**src/include/lz4_macros.svh**
```systemverilog
`ifndef LZ4_MACROS_SVH
`define LZ4_MACROS_SVH

// sequence descriptor widths
`define LZ4_LEN_W 16
`define LZ4_OFS_W 16

// literal buffer size in bytes, power of two
`define LZ4_FIFO_DEPTH 512

// token nibble that says an extension follows
`define LZ4_LIT_NIB_MAX 15

// shortest match the format can express
`define LZ4_MIN_MATCH 4

// value of every extension byte but the final one
`define LZ4_EXT_BYTE 255

`endif

```
**src/design/lz4_pkg.sv**
```systemverilog
`include "lz4_macros.svh"

package lz4_pkg;

	// emitter walks these in order, skipping what a sequence lacks
	typedef enum logic [3:0]
	{
		ST_IDLE,
		ST_TOKEN,
		ST_LIT_EXT,
		ST_LITERAL,
		ST_OFS_LO,
		ST_OFS_HI,
		ST_MAT_EXT,
		ST_SEQ_DONE
	} emit_state_t;

	// literal or match length
	typedef logic [`LZ4_LEN_W-1:0] len_t;

	// back reference distance
	typedef logic [`LZ4_OFS_W-1:0] ofs_t;

	// one half of the token byte
	typedef logic [3:0] nibble_t;

endpackage

```
**src/design/lz4_length_coder.sv**
```systemverilog
`timescale 1ns/1ps
`include "lz4_macros.svh"

module lz4_length_coder (
	input  logic             clk,
	input  logic             rstN,
	input  logic             seq_valid,
	input  lz4_pkg::len_t    lit_len,
	input  lz4_pkg::len_t    match_len,
	input  lz4_pkg::ofs_t    match_offset,
	input  logic             last,
	output logic             desc_valid,
	output lz4_pkg::nibble_t lit_nib,
	output lz4_pkg::nibble_t mat_nib,
	output lz4_pkg::len_t    lit_ext_cnt,
	output logic [7:0]       lit_ext_last,
	output lz4_pkg::len_t    mat_ext_cnt,
	output logic [7:0]       mat_ext_last,
	output lz4_pkg::len_t    lit_cnt,
	output lz4_pkg::ofs_t    ofs,
	output logic             is_last
);
	import lz4_pkg::*;

	localparam int LIT_BIAS = `LZ4_LIT_NIB_MAX;
	localparam int MAT_BIAS = `LZ4_LIT_NIB_MAX + `LZ4_MIN_MATCH;

	len_t       lit_corr;
	len_t       mat_corr;
	len_t       mat_tok;
	len_t       lit_ext_cnt_c;
	len_t       mat_ext_cnt_c;
	logic [7:0] lit_ext_last_c;
	logic [7:0] mat_ext_last_c;
	nibble_t    lit_nib_c;
	nibble_t    mat_nib_c;

	// n = corr/255 taken as (corr + corr/256)/256, then fixed up
	// by one when the remainder lands on 255
	function automatic void split_ext(
		input  len_t       corr,
		output len_t       n,
		output logic [7:0] rem
	);
		logic [`LZ4_LEN_W:0] conv;
		logic [`LZ4_LEN_W:0] n_raw;
		logic [`LZ4_LEN_W:0] remain;
		conv   = {1'b0, corr} + (corr >> 8);
		n_raw  = conv >> 8;
		remain = {1'b0, corr} - (n_raw << 8) + n_raw;
		if (remain == `LZ4_EXT_BYTE)
		begin
			n   = len_t'(n_raw + 1'b1);
			rem = 8'h00;
		end
		else
		begin
			n   = len_t'(n_raw);
			rem = remain[7:0];
		end
	endfunction

	always_comb
	begin
		lit_corr = lit_len - len_t'(LIT_BIAS);
		mat_corr = match_len - len_t'(MAT_BIAS);
		mat_tok  = match_len - len_t'(`LZ4_MIN_MATCH);
		split_ext(lit_corr, lit_ext_cnt_c, lit_ext_last_c);
		split_ext(mat_corr, mat_ext_cnt_c, mat_ext_last_c);
		lit_nib_c = (lit_len >= len_t'(LIT_BIAS)) ? nibble_t'(`LZ4_LIT_NIB_MAX) : lit_len[3:0];
		// last sequence carries no match at all
		if (last)
			mat_nib_c = '0;
		else if (match_len >= len_t'(MAT_BIAS))
			mat_nib_c = nibble_t'(`LZ4_LIT_NIB_MAX);
		else
			mat_nib_c = mat_tok[3:0];
	end

	always_ff @(posedge clk or negedge rstN)
	begin
		if (!rstN)
			desc_valid <= 1'b0;
		else
			desc_valid <= seq_valid;
	end

	// descriptor held until the next sequence
	always_ff @(posedge clk)
	begin
		if (seq_valid)
		begin
			lit_nib      <= lit_nib_c;
			mat_nib      <= mat_nib_c;
			lit_ext_cnt  <= lit_ext_cnt_c;
			lit_ext_last <= lit_ext_last_c;
			mat_ext_cnt  <= mat_ext_cnt_c;
			mat_ext_last <= mat_ext_last_c;
			lit_cnt      <= lit_len;
			ofs          <= match_offset;
			is_last      <= last;
		end
	end

	a_min_match: assert property (@(posedge clk) disable iff (!rstN)
		seq_valid && !last |-> match_len >= len_t'(`LZ4_MIN_MATCH))
		else $error("match_len %0d below minimum on a non-last sequence", match_len);

endmodule

```
**src/design/lz4_literal_fifo.sv**
```systemverilog
`timescale 1ns/1ps
`include "lz4_macros.svh"

module lz4_literal_fifo #(
	parameter int DEPTH = `LZ4_FIFO_DEPTH
) (
	input  logic       clk,
	input  logic       rstN,
	input  logic       wr_en,
	input  logic [7:0] wr_data,
	input  logic       rd_en,
	output logic [7:0] rd_data,
	output logic       empty,
	output logic       full
);

	localparam int AW = $clog2(DEPTH);

	logic [7:0]    mem [DEPTH];
	logic [AW-1:0] wr_ptr;
	logic [AW-1:0] rd_ptr;
	logic [AW:0]   count;

	////////////////////////////////////////////////////////////
	// storage
	////////////////////////////////////////////////////////////

	always_ff @(posedge clk)
	begin
		if (wr_en)
			mem[wr_ptr] <= wr_data;
	end

	// head byte is always on the output
	assign rd_data = mem[rd_ptr];

	////////////////////////////////////////////////////////////
	// pointers and fill level
	////////////////////////////////////////////////////////////

	// pointers wrap on their own since DEPTH is a power of two
	always_ff @(posedge clk or negedge rstN)
	begin
		if (!rstN)
		begin
			wr_ptr <= '0;
			rd_ptr <= '0;
			count  <= '0;
		end
		else
		begin
			if (wr_en)
				wr_ptr <= wr_ptr + 1'b1;
			if (rd_en)
				rd_ptr <= rd_ptr + 1'b1;
			case ({wr_en, rd_en})
				2'b10:   count <= count + 1'b1;
				2'b01:   count <= count - 1'b1;
				default: count <= count;
			endcase
		end
	end

	assign empty = (count == '0);
	assign full  = (count == (AW+1)'(DEPTH));

	a_no_overflow: assert property (@(posedge clk) disable iff (!rstN)
		wr_en |-> !full)
		else $error("literal write while FIFO full");

	a_no_underflow: assert property (@(posedge clk) disable iff (!rstN)
		rd_en |-> !empty)
		else $error("literal read while FIFO empty");

endmodule

```
**src/design/lz4_sequence_emitter.sv**
```systemverilog
`timescale 1ns/1ps
`include "lz4_macros.svh"

module lz4_sequence_emitter (
	input  logic             clk,
	input  logic             rstN,
	input  logic             desc_valid,
	input  lz4_pkg::nibble_t lit_nib,
	input  lz4_pkg::nibble_t mat_nib,
	input  lz4_pkg::len_t    lit_ext_cnt,
	input  logic [7:0]       lit_ext_last,
	input  lz4_pkg::len_t    mat_ext_cnt,
	input  logic [7:0]       mat_ext_last,
	input  lz4_pkg::len_t    lit_cnt,
	input  lz4_pkg::ofs_t    ofs,
	input  logic             is_last,
	input  logic [7:0]       rd_data,
	input  logic             empty,
	output logic             rd_en,
	output logic             out_valid,
	output logic [7:0]       out_byte,
	output logic             seq_done,
	output logic             busy
);
	import lz4_pkg::*;

	emit_state_t state;
	emit_state_t state_nxt;
	emit_state_t after_lits;
	len_t        cnt;
	len_t        cnt_nxt;
	logic        lit_ext_on;
	logic        mat_ext_on;

	assign lit_ext_on = (lit_nib == nibble_t'(`LZ4_LIT_NIB_MAX));
	assign mat_ext_on = (mat_nib == nibble_t'(`LZ4_LIT_NIB_MAX));

	// last sequence stops after its literals
	assign after_lits = is_last ? ST_SEQ_DONE : ST_OFS_LO;

	////////////////////////////////////////////////////////////
	// state machine
	////////////////////////////////////////////////////////////

	always_ff @(posedge clk or negedge rstN)
	begin
		if (!rstN)
		begin
			state <= ST_IDLE;
			cnt   <= '0;
		end
		else
		begin
			state <= state_nxt;
			cnt   <= cnt_nxt;
		end
	end

	// cnt counts down the bytes left in the current field, zero on the final one
	always_comb
	begin
		state_nxt = state;
		cnt_nxt   = cnt;
		case (state)
			ST_IDLE:
			begin
				if (desc_valid)
					state_nxt = ST_TOKEN;
			end
			ST_TOKEN:
			begin
				if (lit_ext_on)
				begin
					state_nxt = ST_LIT_EXT;
					cnt_nxt   = lit_ext_cnt;
				end
				else if (lit_cnt != '0)
				begin
					state_nxt = ST_LITERAL;
					cnt_nxt   = lit_cnt - 1'b1;
				end
				else
					state_nxt = after_lits;
			end
			ST_LIT_EXT:
			begin
				// an extension implies at least 15 literals
				if (cnt == '0)
				begin
					state_nxt = ST_LITERAL;
					cnt_nxt   = lit_cnt - 1'b1;
				end
				else
					cnt_nxt = cnt - 1'b1;
			end
			ST_LITERAL:
			begin
				if (cnt == '0)
					state_nxt = after_lits;
				else
					cnt_nxt = cnt - 1'b1;
			end
			ST_OFS_LO:
				state_nxt = ST_OFS_HI;
			ST_OFS_HI:
			begin
				if (mat_ext_on)
				begin
					state_nxt = ST_MAT_EXT;
					cnt_nxt   = mat_ext_cnt;
				end
				else
					state_nxt = ST_SEQ_DONE;
			end
			ST_MAT_EXT:
			begin
				if (cnt == '0)
					state_nxt = ST_SEQ_DONE;
				else
					cnt_nxt = cnt - 1'b1;
			end
			ST_SEQ_DONE:
				state_nxt = ST_IDLE;
			default:
				state_nxt = ST_IDLE;
		endcase
	end

	////////////////////////////////////////////////////////////
	// byte output
	////////////////////////////////////////////////////////////

	always_comb
	begin
		out_valid = 1'b1;
		out_byte  = 8'h00;
		case (state)
			ST_TOKEN:   out_byte = {lit_nib, mat_nib};
			ST_LIT_EXT: out_byte = (cnt == '0) ? lit_ext_last : 8'(`LZ4_EXT_BYTE);
			ST_LITERAL: out_byte = rd_data;
			// offset goes out little endian
			ST_OFS_LO:  out_byte = ofs[7:0];
			ST_OFS_HI:  out_byte = ofs[15:8];
			ST_MAT_EXT: out_byte = (cnt == '0) ? mat_ext_last : 8'(`LZ4_EXT_BYTE);
			default:    out_valid = 1'b0;
		endcase
	end

	assign rd_en    = (state == ST_LITERAL);
	assign seq_done = (state == ST_SEQ_DONE);
	assign busy     = desc_valid || (state != ST_IDLE);

	a_desc_in_idle: assert property (@(posedge clk) disable iff (!rstN)
		desc_valid |-> state == ST_IDLE)
		else $error("new descriptor while emitter in state %s", state.name());

	// literals must already sit in the FIFO when the descriptor shows up
	a_lits_ready: assert property (@(posedge clk) disable iff (!rstN)
		desc_valid && lit_cnt != '0 |-> !empty)
		else $error("descriptor with %0d literals but FIFO empty", lit_cnt);

endmodule

```
**src/design/lz4_sequence_encoder.sv**
```systemverilog
`timescale 1ns/1ps

module lz4_sequence_encoder (
	input  logic          clk,
	input  logic          rstN,
	input  logic          lit_valid,
	input  logic [7:0]    lit_byte,
	input  logic          seq_valid,
	input  lz4_pkg::len_t lit_len,
	input  lz4_pkg::len_t match_len,
	input  lz4_pkg::ofs_t match_offset,
	input  logic          last,
	output logic          out_valid,
	output logic [7:0]    out_byte,
	output logic          seq_done,
	output logic          busy
);
	import lz4_pkg::*;

	// descriptor from length coder
	logic       desc_valid;
	nibble_t    lit_nib;
	nibble_t    mat_nib;
	len_t       lit_ext_cnt;
	logic [7:0] lit_ext_last;
	len_t       mat_ext_cnt;
	logic [7:0] mat_ext_last;
	len_t       lit_cnt;
	ofs_t       ofs;
	logic       is_last;

	// literal FIFO read side
	logic       rd_en;
	logic [7:0] rd_data;
	logic       empty;

	logic       emit_busy;

	lz4_length_coder u_length_coder (
		.clk          (clk),
		.rstN         (rstN),
		.seq_valid    (seq_valid),
		.lit_len      (lit_len),
		.match_len    (match_len),
		.match_offset (match_offset),
		.last         (last),
		.desc_valid   (desc_valid),
		.lit_nib      (lit_nib),
		.mat_nib      (mat_nib),
		.lit_ext_cnt  (lit_ext_cnt),
		.lit_ext_last (lit_ext_last),
		.mat_ext_cnt  (mat_ext_cnt),
		.mat_ext_last (mat_ext_last),
		.lit_cnt      (lit_cnt),
		.ofs          (ofs),
		.is_last      (is_last)
	);

	lz4_literal_fifo u_literal_fifo (
		.clk     (clk),
		.rstN    (rstN),
		.wr_en   (lit_valid),
		.wr_data (lit_byte),
		.rd_en   (rd_en),
		.rd_data (rd_data),
		.empty   (empty),
		.full    ()
	);

	lz4_sequence_emitter u_emitter (
		.clk          (clk),
		.rstN         (rstN),
		.desc_valid   (desc_valid),
		.lit_nib      (lit_nib),
		.mat_nib      (mat_nib),
		.lit_ext_cnt  (lit_ext_cnt),
		.lit_ext_last (lit_ext_last),
		.mat_ext_cnt  (mat_ext_cnt),
		.mat_ext_last (mat_ext_last),
		.lit_cnt      (lit_cnt),
		.ofs          (ofs),
		.is_last      (is_last),
		.rd_data      (rd_data),
		.empty        (empty),
		.rd_en        (rd_en),
		.out_valid    (out_valid),
		.out_byte     (out_byte),
		.seq_done     (seq_done),
		.busy         (emit_busy)
	);

	// cycle 0 is covered by the strobe itself, the emitter takes over from cycle 1
	assign busy = seq_valid || emit_busy;

endmodule

```
**config.mk**
```make
export PLATFORM = sky130hd
export DESIGN_NAME = lz4_sequence_encoder
export DESIGN_NICKNAME = d
export VERILOG_FILES = /design/src/design/lz4_pkg.sv /design/src/design/lz4_length_coder.sv /design/src/design/lz4_literal_fifo.sv /design/src/design/lz4_sequence_emitter.sv /design/src/design/lz4_sequence_encoder.sv
export VERILOG_INCLUDE_DIRS = /design/src /design/src/include
export SDC_FILE = /design/constraint.sdc
export NUM_CORES = 2
export LEC_CHECK = 0
export BUFFER_PORTS_ARGS = -buffer_cell sky130_fd_sc_hd__buf_2
export CORE_MARGIN = 1.5
export CORE_UTILIZATION = 40
export CTS_BUF_LIST = sky130_fd_sc_hd__clkbuf_16
export CTS_CLUSTER_SIZE = 12
export DETAILED_ROUTE_END_ITERATION = 10
export GPL_TIMING_DRIVEN = 0
export PLACE_DENSITY_LB_ADDON = 0.2
export SYNTH_ARGS = -nofsm -noshare
export SYNTH_HDL_FRONTEND = slang
export SYNTH_SLANG_ARGS = --single-unit
```
**constraint.sdc**
```tcl
create_clock -name clk -period 4.9 [get_ports clk]
set_input_delay 0.49 -clock clk [delete_from_list [all_inputs] [get_ports clk]]
set_output_delay 0.49 -clock clk [all_outputs]
set_load 0.005 [all_outputs]
```
## After elaboration in Yosys (flattened, before gate mapping)

Memory sizes are Yosys's and may differ from the RTL's.
Index checks and enable logic that the tools add are counted.

| storage, ports and cells | value |
|---|---|
| bits in registers | 116 |
| RAM bits | 4096 |
| input bits | 61 |
| output and inout port bits | 11 |
| word-level logic and storage cells | 87 |
| memories | 1 |

Memories:

| name | words | bits a word | read ports | clocked after memory_dff | write ports | RTL line | text |
|---|---|---|---|---|---|---|---|
| u_literal_fifo.mem | 512 | 8 | 1 | 0 | 1 | lz4_literal_fifo.sv:19 | `logic [7:0] mem [DEPTH];` |

| cells by class | value |
|---|---|
| add/subtract/negate cells | 15 |
| order comparisons | 2 |
| equal/unequal tests | 18 |
| multiplexer cells | 24 |
| reductions and logical operators | 11 |

Operator list:

| cell | count |
|---|---|
| 16-bit 2-to-1 mux | 5 |
| 16-bit one-hot mux with 4 select lines | 1 |
| 8-bit one-hot mux with 6 select lines | 1 |
| 16-bit by 8-bit adder with 17-bit output | 2 |
| 17-bit by 9-bit adder with 17-bit output | 2 |
| 17-bit by 8-bit == test with 1-bit output (second input constant) | 2 |
| 16-bit by 17-bit subtractor with 17-bit output | 2 |
| 16-bit by 1-bit subtractor with 16-bit output (second input constant) | 2 |
| 4-bit 2-to-1 mux | 7 |
| 4-bit one-hot mux with 7 select lines | 1 |
| 9-bit by 1-bit adder with 10-bit output (second input constant) | 2 |
| 9-bit by 1-bit adder with 9-bit output (second input constant) | 2 |
| 9-bit 2-to-1 mux | 2 |
| 4-bit by 3-bit == test with 1-bit output (second input constant) | 4 |
| 16-bit by 4-bit >= comparator with 1-bit output (second input constant) | 1 |
| 16-bit by 5-bit >= comparator with 1-bit output (second input constant) | 1 |
| 16-bit zero test | 1 |
| 8-bit 2-to-1 mux | 2 |
| 16-bit nonzero test | 1 |
| 16-bit by 4-bit subtractor with 16-bit output (second input constant) | 1 |
| 16-bit by 5-bit subtractor with 16-bit output (second input constant) | 1 |
| 4-bit by 2-bit == test with 1-bit output (second input constant) | 2 |
| 4-bit == test (second input constant) | 2 |
| 2-bit by 1-bit != test with 1-bit output (second input constant) | 4 |
| 12 further kinds | 19 |

## Depth between registers and ports, before layout

| logic depth | value |
|---|---|
| word-level depth | 6 |
| gate-level depth with buffers | 31 |
| mapped depth without buffers | 30 |

## Modules after synthesis

Synthesis repeated with hierarchy kept, for this count alone.

| second synthesis, totals | value |
|---|---|
| cell total of the unflattened synthesis | 8554 |
| area, all modules | 169628.9 um^2 |

Modules (own cells, without submodules):

| module | instances | cells each | area an instance (um^2) | sequential area each (um^2) |
|---|---|---|---|---|
| lz4_literal_fifo | 1 | 7475 | 160207.4 | 123698.6 |
| lz4_length_coder | 1 | 715 | 6856.6 | 2337.2 |
| lz4_sequence_emitter | 1 | 363 | 2558.7 | 475.5 |
| lz4_sequence_encoder | 1 | 1 | 6.3 | 0.0 |

## Least setup slack after synthesis

OpenSTA, ideal clock, no wires.

| timing | value |
|---|---|
| path type | in2reg |
| from | input match_len[8] |
| to | register u_length_coder.mat_ext_cnt[1] (data pin) |
| library setup time | 260 ps |
| data arrival time | 6768 ps |
| data required time | 4640 ps |
| setup slack | -2128 ps |
| stages | 24 |
| buffers on the path | 1 |
| path through | clkbuf_1 or3_1 a211oi_1 xnor2_1 inv_1 ha_1 and4_1 and3_1 a2111oi_0 o31a_1 nor3_1 ha_1 inv_1 ha_1 inv_1 ha_1 or2_2 a211oi_1 nor2_1 xnor2_1 or4b_2 a2111o_1 nor4_1 mux2_2 |

| on the way | value |
|---|---|
| longest elaborated chain between the ends | 6 |
| elaborated cells between the ends (all ways) | 7 |
| classes of those cells | add/sub (5); eq/ne (1); mux (1) |

Ends and longest elaborated chain:

| item | RTL line | text |
|---|---|---|
| from (decl) | lz4_sequence_encoder.sv:10 | `input lz4_pkg::len_t match_len,` |
| 16-bit by 5-bit subtractor with 16-bit output * | lz4_length_coder.sv:66 | `mat_corr = match_len - len_t'(MAT_BIAS);` |
| 16-bit by 8-bit adder with 17-bit output | lz4_length_coder.sv:48 | `conv = {1'b0, corr} + (corr >> 8);` |
| 16-bit by 17-bit subtractor with 17-bit output | lz4_length_coder.sv:50 | `remain = {1'b0, corr} - (n_raw << 8) + n_raw;` |
| 17-bit by 9-bit adder with 17-bit output | lz4_length_coder.sv:50 |  |
| 17-bit by 8-bit == test with 1-bit output (no line) | n/a |  |
| 9-bit 2-to-1 mux * | lz4_length_coder.sv:51 | `` if (remain == `LZ4_EXT_BYTE) `` |
| named net u_length_coder.mat_ext_cnt_c[1] | lz4_length_coder.sv:32 | `len_t mat_ext_cnt_c;` |
| to (signal assigned) | lz4_length_coder.sv:97 | `mat_ext_cnt <= mat_ext_cnt_c;` |
| to (decl) | lz4_length_coder.sv:17 | `output lz4_pkg::len_t mat_ext_cnt,` |

Mark *: on every way through the listed nets, which the timed path passes. The rest lies on a longest branch.
A chain may end at the register's enable or synchronous reset.

## Worst setup path in the final report

| timing | value |
|---|---|
| from | register u_literal_fifo.rd_ptr[5] |
| to | output out_byte[1] |

| on the way | value |
|---|---|
| longest elaborated chain between the ends | 2 |

Ends and longest elaborated chain:

| item | RTL line | text |
|---|---|---|
| from (decl) | lz4_literal_fifo.sv:21 | `logic [AW-1:0] rd_ptr;` |
| from (signal assigned) | lz4_literal_fifo.sv:55 | `rd_ptr <= rd_ptr + 1'b1;` |
| memory 512 x 8 bit | n/a |  |
| 8-bit one-hot mux with 6 select lines | lz4_sequence_emitter.sv:137 | `case (state)` |
| to (decl) | lz4_sequence_encoder.sv:14 | `output logic [7:0] out_byte,` |

No other way between the ends.

==> run summary <==
### Placed design
• **number of buffers added on ports** 70
• **detailed-placement wirelength estimate** 500 mm
• **GPL Wtd Cong** 0.990
• **placed insts** 13500

### Final layout
• **final net count** 8995
• **layout cell share with drive strength beyond 1** 0.340
• **final std cells w/o fill** 14800
• **area taken by flip-flops and latches** 126000 um2
• **area used by multi-input combinational logic** 41100 um2
• **number of fillers in the final layout** 33500
• **area overhead of the layout relative to synthesis** 20.8%

### STA
• **period utilisation layout** 1.28
• **hold violation count in the final report** 0
• **count of endpoints failing setup in the final report** 42
• **max frequency** 160 MHz
• **final setup TNS** -26.00 ns
• **slew at the pin closest to its max-slew limit** 1.68 ns
• **post-route setup slack** -1.37 ns
• **number of slew-limit violations in the final report** 28
• **worst clock skew** 0.0647 ns
• **clock period minus worst slack** 6.27 ns
• **setup repair after global routing missed its margin** yes
• **normalized max-slew margin** -0.118

### Routing
• **total via count after detailed routing** 99600
• **count of TritonRoute iterations in the first routing pass** 11
• **post-DR vias/cell** 6.75
• **drc violations** 2
• **wire length per cell** 50.3 um
• **First DRT Iteration DRCs** 19800
• **final antenna-violating net count** 0
• **Post-Route WL** 743 mm

### Critical path
• **Setup crit end kind** primary output
• **Critical Path Source Type** flip-flop
• **peak fanout along the critical path** 10
• **required time of the critical path** 4.41 ns
• **worst endpoint data arrival time** 5.78 ns
• **type of the setup path with the least slack** flip-flop to primary output

### Power
• **Worst VDD drop** 0.545 mV
• **Static Leak** 0.0646 uW
• **power per cell area** 643 nW/um2

### Synth
• **area share of the largest cell type after synthesis** 0.749
• **Synth area leader** edfxtp_1
• **number of enable flip-flop cells after synthesis** 4173
• **Yosys warning total** 0
• **register bit total from synthesis** 4211
• **Netlist cell types** 87
• **sequential share of the synthesized area** 0.754
• **leading cell types by total area after synthesis** edfxtp_1 (75%), mux4_2 (17%), nor2_1 (1.4%)
• **most common flop cell mapped by yosys** edfxtp_1
• **area of the mapped netlist** 167000 um2
• **Async SR Flop Fraction** 0.00902
• **post-synthesis average cell area** 21.6 um2
• **synthesized netlist cell count** 7745

### Global routing
• **wire length of the first global-routing pass** 936 mm
• **antenna violations before repair** 78
• **largest net degree at the start of global routing** 165
• **All-Layer GR Usage** 0.346
• **vias in the first global route** 90900
• **aggregate global routing overflow** 0

### Floorplan
• **number of top-level design ports** 72
• **initial core utilization** 0.402
• **die footprint** 422000 um2
• **die height** 650 um
• **area of the core** 417000 um2
• **floorplan row count** 237
• **horizontal die dimension** 650 um

### Clock network
• **CTS Root Buffer Type** clkbuf_16
• **worst-skew pair later-pin latency** 1.05 ns
• **number of clock buffers inserted by TritonCTS** 433
• **number of sinks driven by the clock tree** 4211
• **TritonCTS clock tree** built
• **deepest clock path buffer count** 4
• **clock transition time at the flip-flop clock pins of the worst setup and hold paths** 0.06 ns
• **number of H-tree branching levels** 5

### Outcome
• **status** finished with violations
• **failing checks** design-rule violations, max-capacitance violations, max-slew violations, negative setup slack

### Min path
• **path class of the lowest-slack min-delay path** input port to flip-flop

### Job
• **max capacitance violation total** 3

[registers in the layout, summed over array words and instances, names as in the netlist, 3 cells and up]
name and count:
u_emitter.state 3, u_length_coder.lit_ext_cnt 10, u_emitter.cnt 16, u_length_coder.lit_ext_last 8, u_length_coder.ofs 16, u_length_coder.mat_ext_cnt 10, u_length_coder.lit_nib 4, u_literal_fifo.mem 4096
u_literal_fifo.rd_ptr 9, u_length_coder.mat_nib 4, u_length_coder.lit_cnt 16, u_literal_fifo.wr_ptr 9, u_length_coder.mat_ext_last 8
[report_power, final]
part | switching [uW] | internal (uW)
sequential | 335 | 40000
clock | 14300 | 16500
combinational | 37800 | 21100
total | 52400 | 77600
[placed cells by master (no fill, tap or decap), types with 32 or more instances in the layout]
cell and count:
buf_12 226, clkbuf_8 36, dlygate4sd3_1 45, o21ai_0 63, nand2_1 147, clkbuf_2 82
xnor2_1 65, buf_8 32, mux2i_1 33, buf_2 58, nor3_1 40, inv_1 207
a21oi_1 68, buf_4 296, clkbuf_1 70, mux4_2 1293, clkinv_2 50, nor2_1 611
clkbuf_4 32, dfrtp_1 33, diode_2 101, clkinv_1 93, edfxtp_1 4173, clkbuf_16 474
buf_16 126, buf_6 63, nand3_1 45, ha_1 49
[per-stage QoR]
stage	hold WS (ns)	area, um2	power [uW]	setup slack, ns	util
detailed placement	0.504	180000	89200	-3.93	0.432
CTS	0.0192	200000	126000	-1.04	0.481
global placement	0.508	175000	87000	-7.72	0.420
floorplan	0.194	168000	59600	-1.20	-
finish	0.00786	202000	130000	-1.37	0.485
global route	0.0344	202000	129000	-0.965	0.485
[logic make-up after synthesis]
family | count (synthesis) | share of synthesized area
AO/OA/AOI/OAI | 378 | 0.0149
flip-flops | 4211 | 0.754
adder cells (fa/ha/maj) | 84 | 0.00628
XOR/XNOR | 111 | 0.00590
other | 1 | 0.0000224
multiplexers | 1352 | 0.178
AND/OR/NAND/NOR | 1069 | 0.0281
buffers and inverters | 539 | 0.0128
[layer usage]
metal / GRT usage / vias up / share of wire
li1: - / 34800 / -
met1: 0.429 / 53400 / 0.34
met2: 0.490 / 9334 / 0.43
met3: 0.139 / 2017 / 0.15
met4: 0.249 / 16 / 0.087
met5: 0.00272 / - / 0.00058
[synthesized netlist by cell type (8+ instances only)]
| cell type | count |
|---|---|
| and3_1 | 18 |
| nand2b_1 | 20 |
| nand3_1 | 46 |
| nor3_1 | 52 |
| dfrtp_1 | 38 |
| nand2_1 | 154 |
| buf_1 | 82 |
| a211oi_1 | 22 |
| a2111oi_0 | 11 |
| mux2i_1 | 51 |
| or3_1 | 13 |
| a31oi_1 | 17 |
| xor2_1 | 30 |
| xnor2_1 | 80 |
| nand4_1 | 17 |
| inv_1 | 95 |
| ha_1 | 84 |
| a22o_1 | 9 |
| a21o_1 | 14 |
| clkbuf_1 | 266 |
| o22ai_1 | 23 |
| mux4_2 | 1293 |
| o211ai_1 | 10 |
| buf_2 | 91 |
| a221oi_1 | 10 |
| or2_2 | 10 |
| nor3b_1 | 8 |
| o21ai_0 | 82 |
| a22oi_1 | 15 |
| nor2b_1 | 21 |
| a21oi_1 | 88 |
| nor4_1 | 29 |
| nor2_1 | 634 |
| edfxtp_1 | 4173 |
| and2_1 | 10 |
[final timing paths]
| kind | startpoint | end | slack [ns] | cells past startpoint |
|---|---|---|---|---|
| worst max-delay path | u_literal_fifo.rd_ptr[5] | out_byte[1] | -1.37 | 11 |
| worst min-delay path | match_len[3] | u_length_coder.mat_nib[3] | 0.008 | 4 |
| worst max register to register | u_literal_fifo.wr_ptr[0] | u_literal_fifo.mem[191][1] | 0.13 | 4 |
| worst min register to register | u_emitter.cnt[7] | u_emitter.cnt[7] | 0.52 | 2 |
| max in group asynchronous | rstN | u_literal_fifo.rd_ptr[3] | 4.08 | 2 |
| min in group asynchronous | rstN | u_length_coder.desc_valid | 0.12 | 2 |
[critical path, stage by stage (launching register included)]
cell	delay, ns
dfrtp_1	0.70
clkbuf_4	0.54
nor2_2	0.49
clkbuf_4	0.65
clkbuf_2	0.50
buf_12	0.28
a211oi_4	0.12
o21ai_4	0.21
nand4_1	0.35
a21oi_1	0.24
a21o_2	0.31
buf_2	0.16
[cell type report]
class,instances,area share
Buffer,435,0.0272
Tap cell,5497,0.0340
Sequential cell,4211,0.624
Multi-Input combinational cell,2996,0.203
Clock inverter,306,0.00887
Antenna cell,101,0.00125
Timing Repair Buffer,676,0.0446
Clock buffer,439,0.0543
Inverter,97,0.00187
[repair_timing]
item	4_1_cts	5_1_grt
gates resized for setup	1061	162
buffers inserted	245	95
hold endpoints to repair	316	0
gates cloned	5	2
setup endpoints to repair	49	42
pin swaps	93	96
hold buffers	45	0
(Power assumes the default switching activity.)
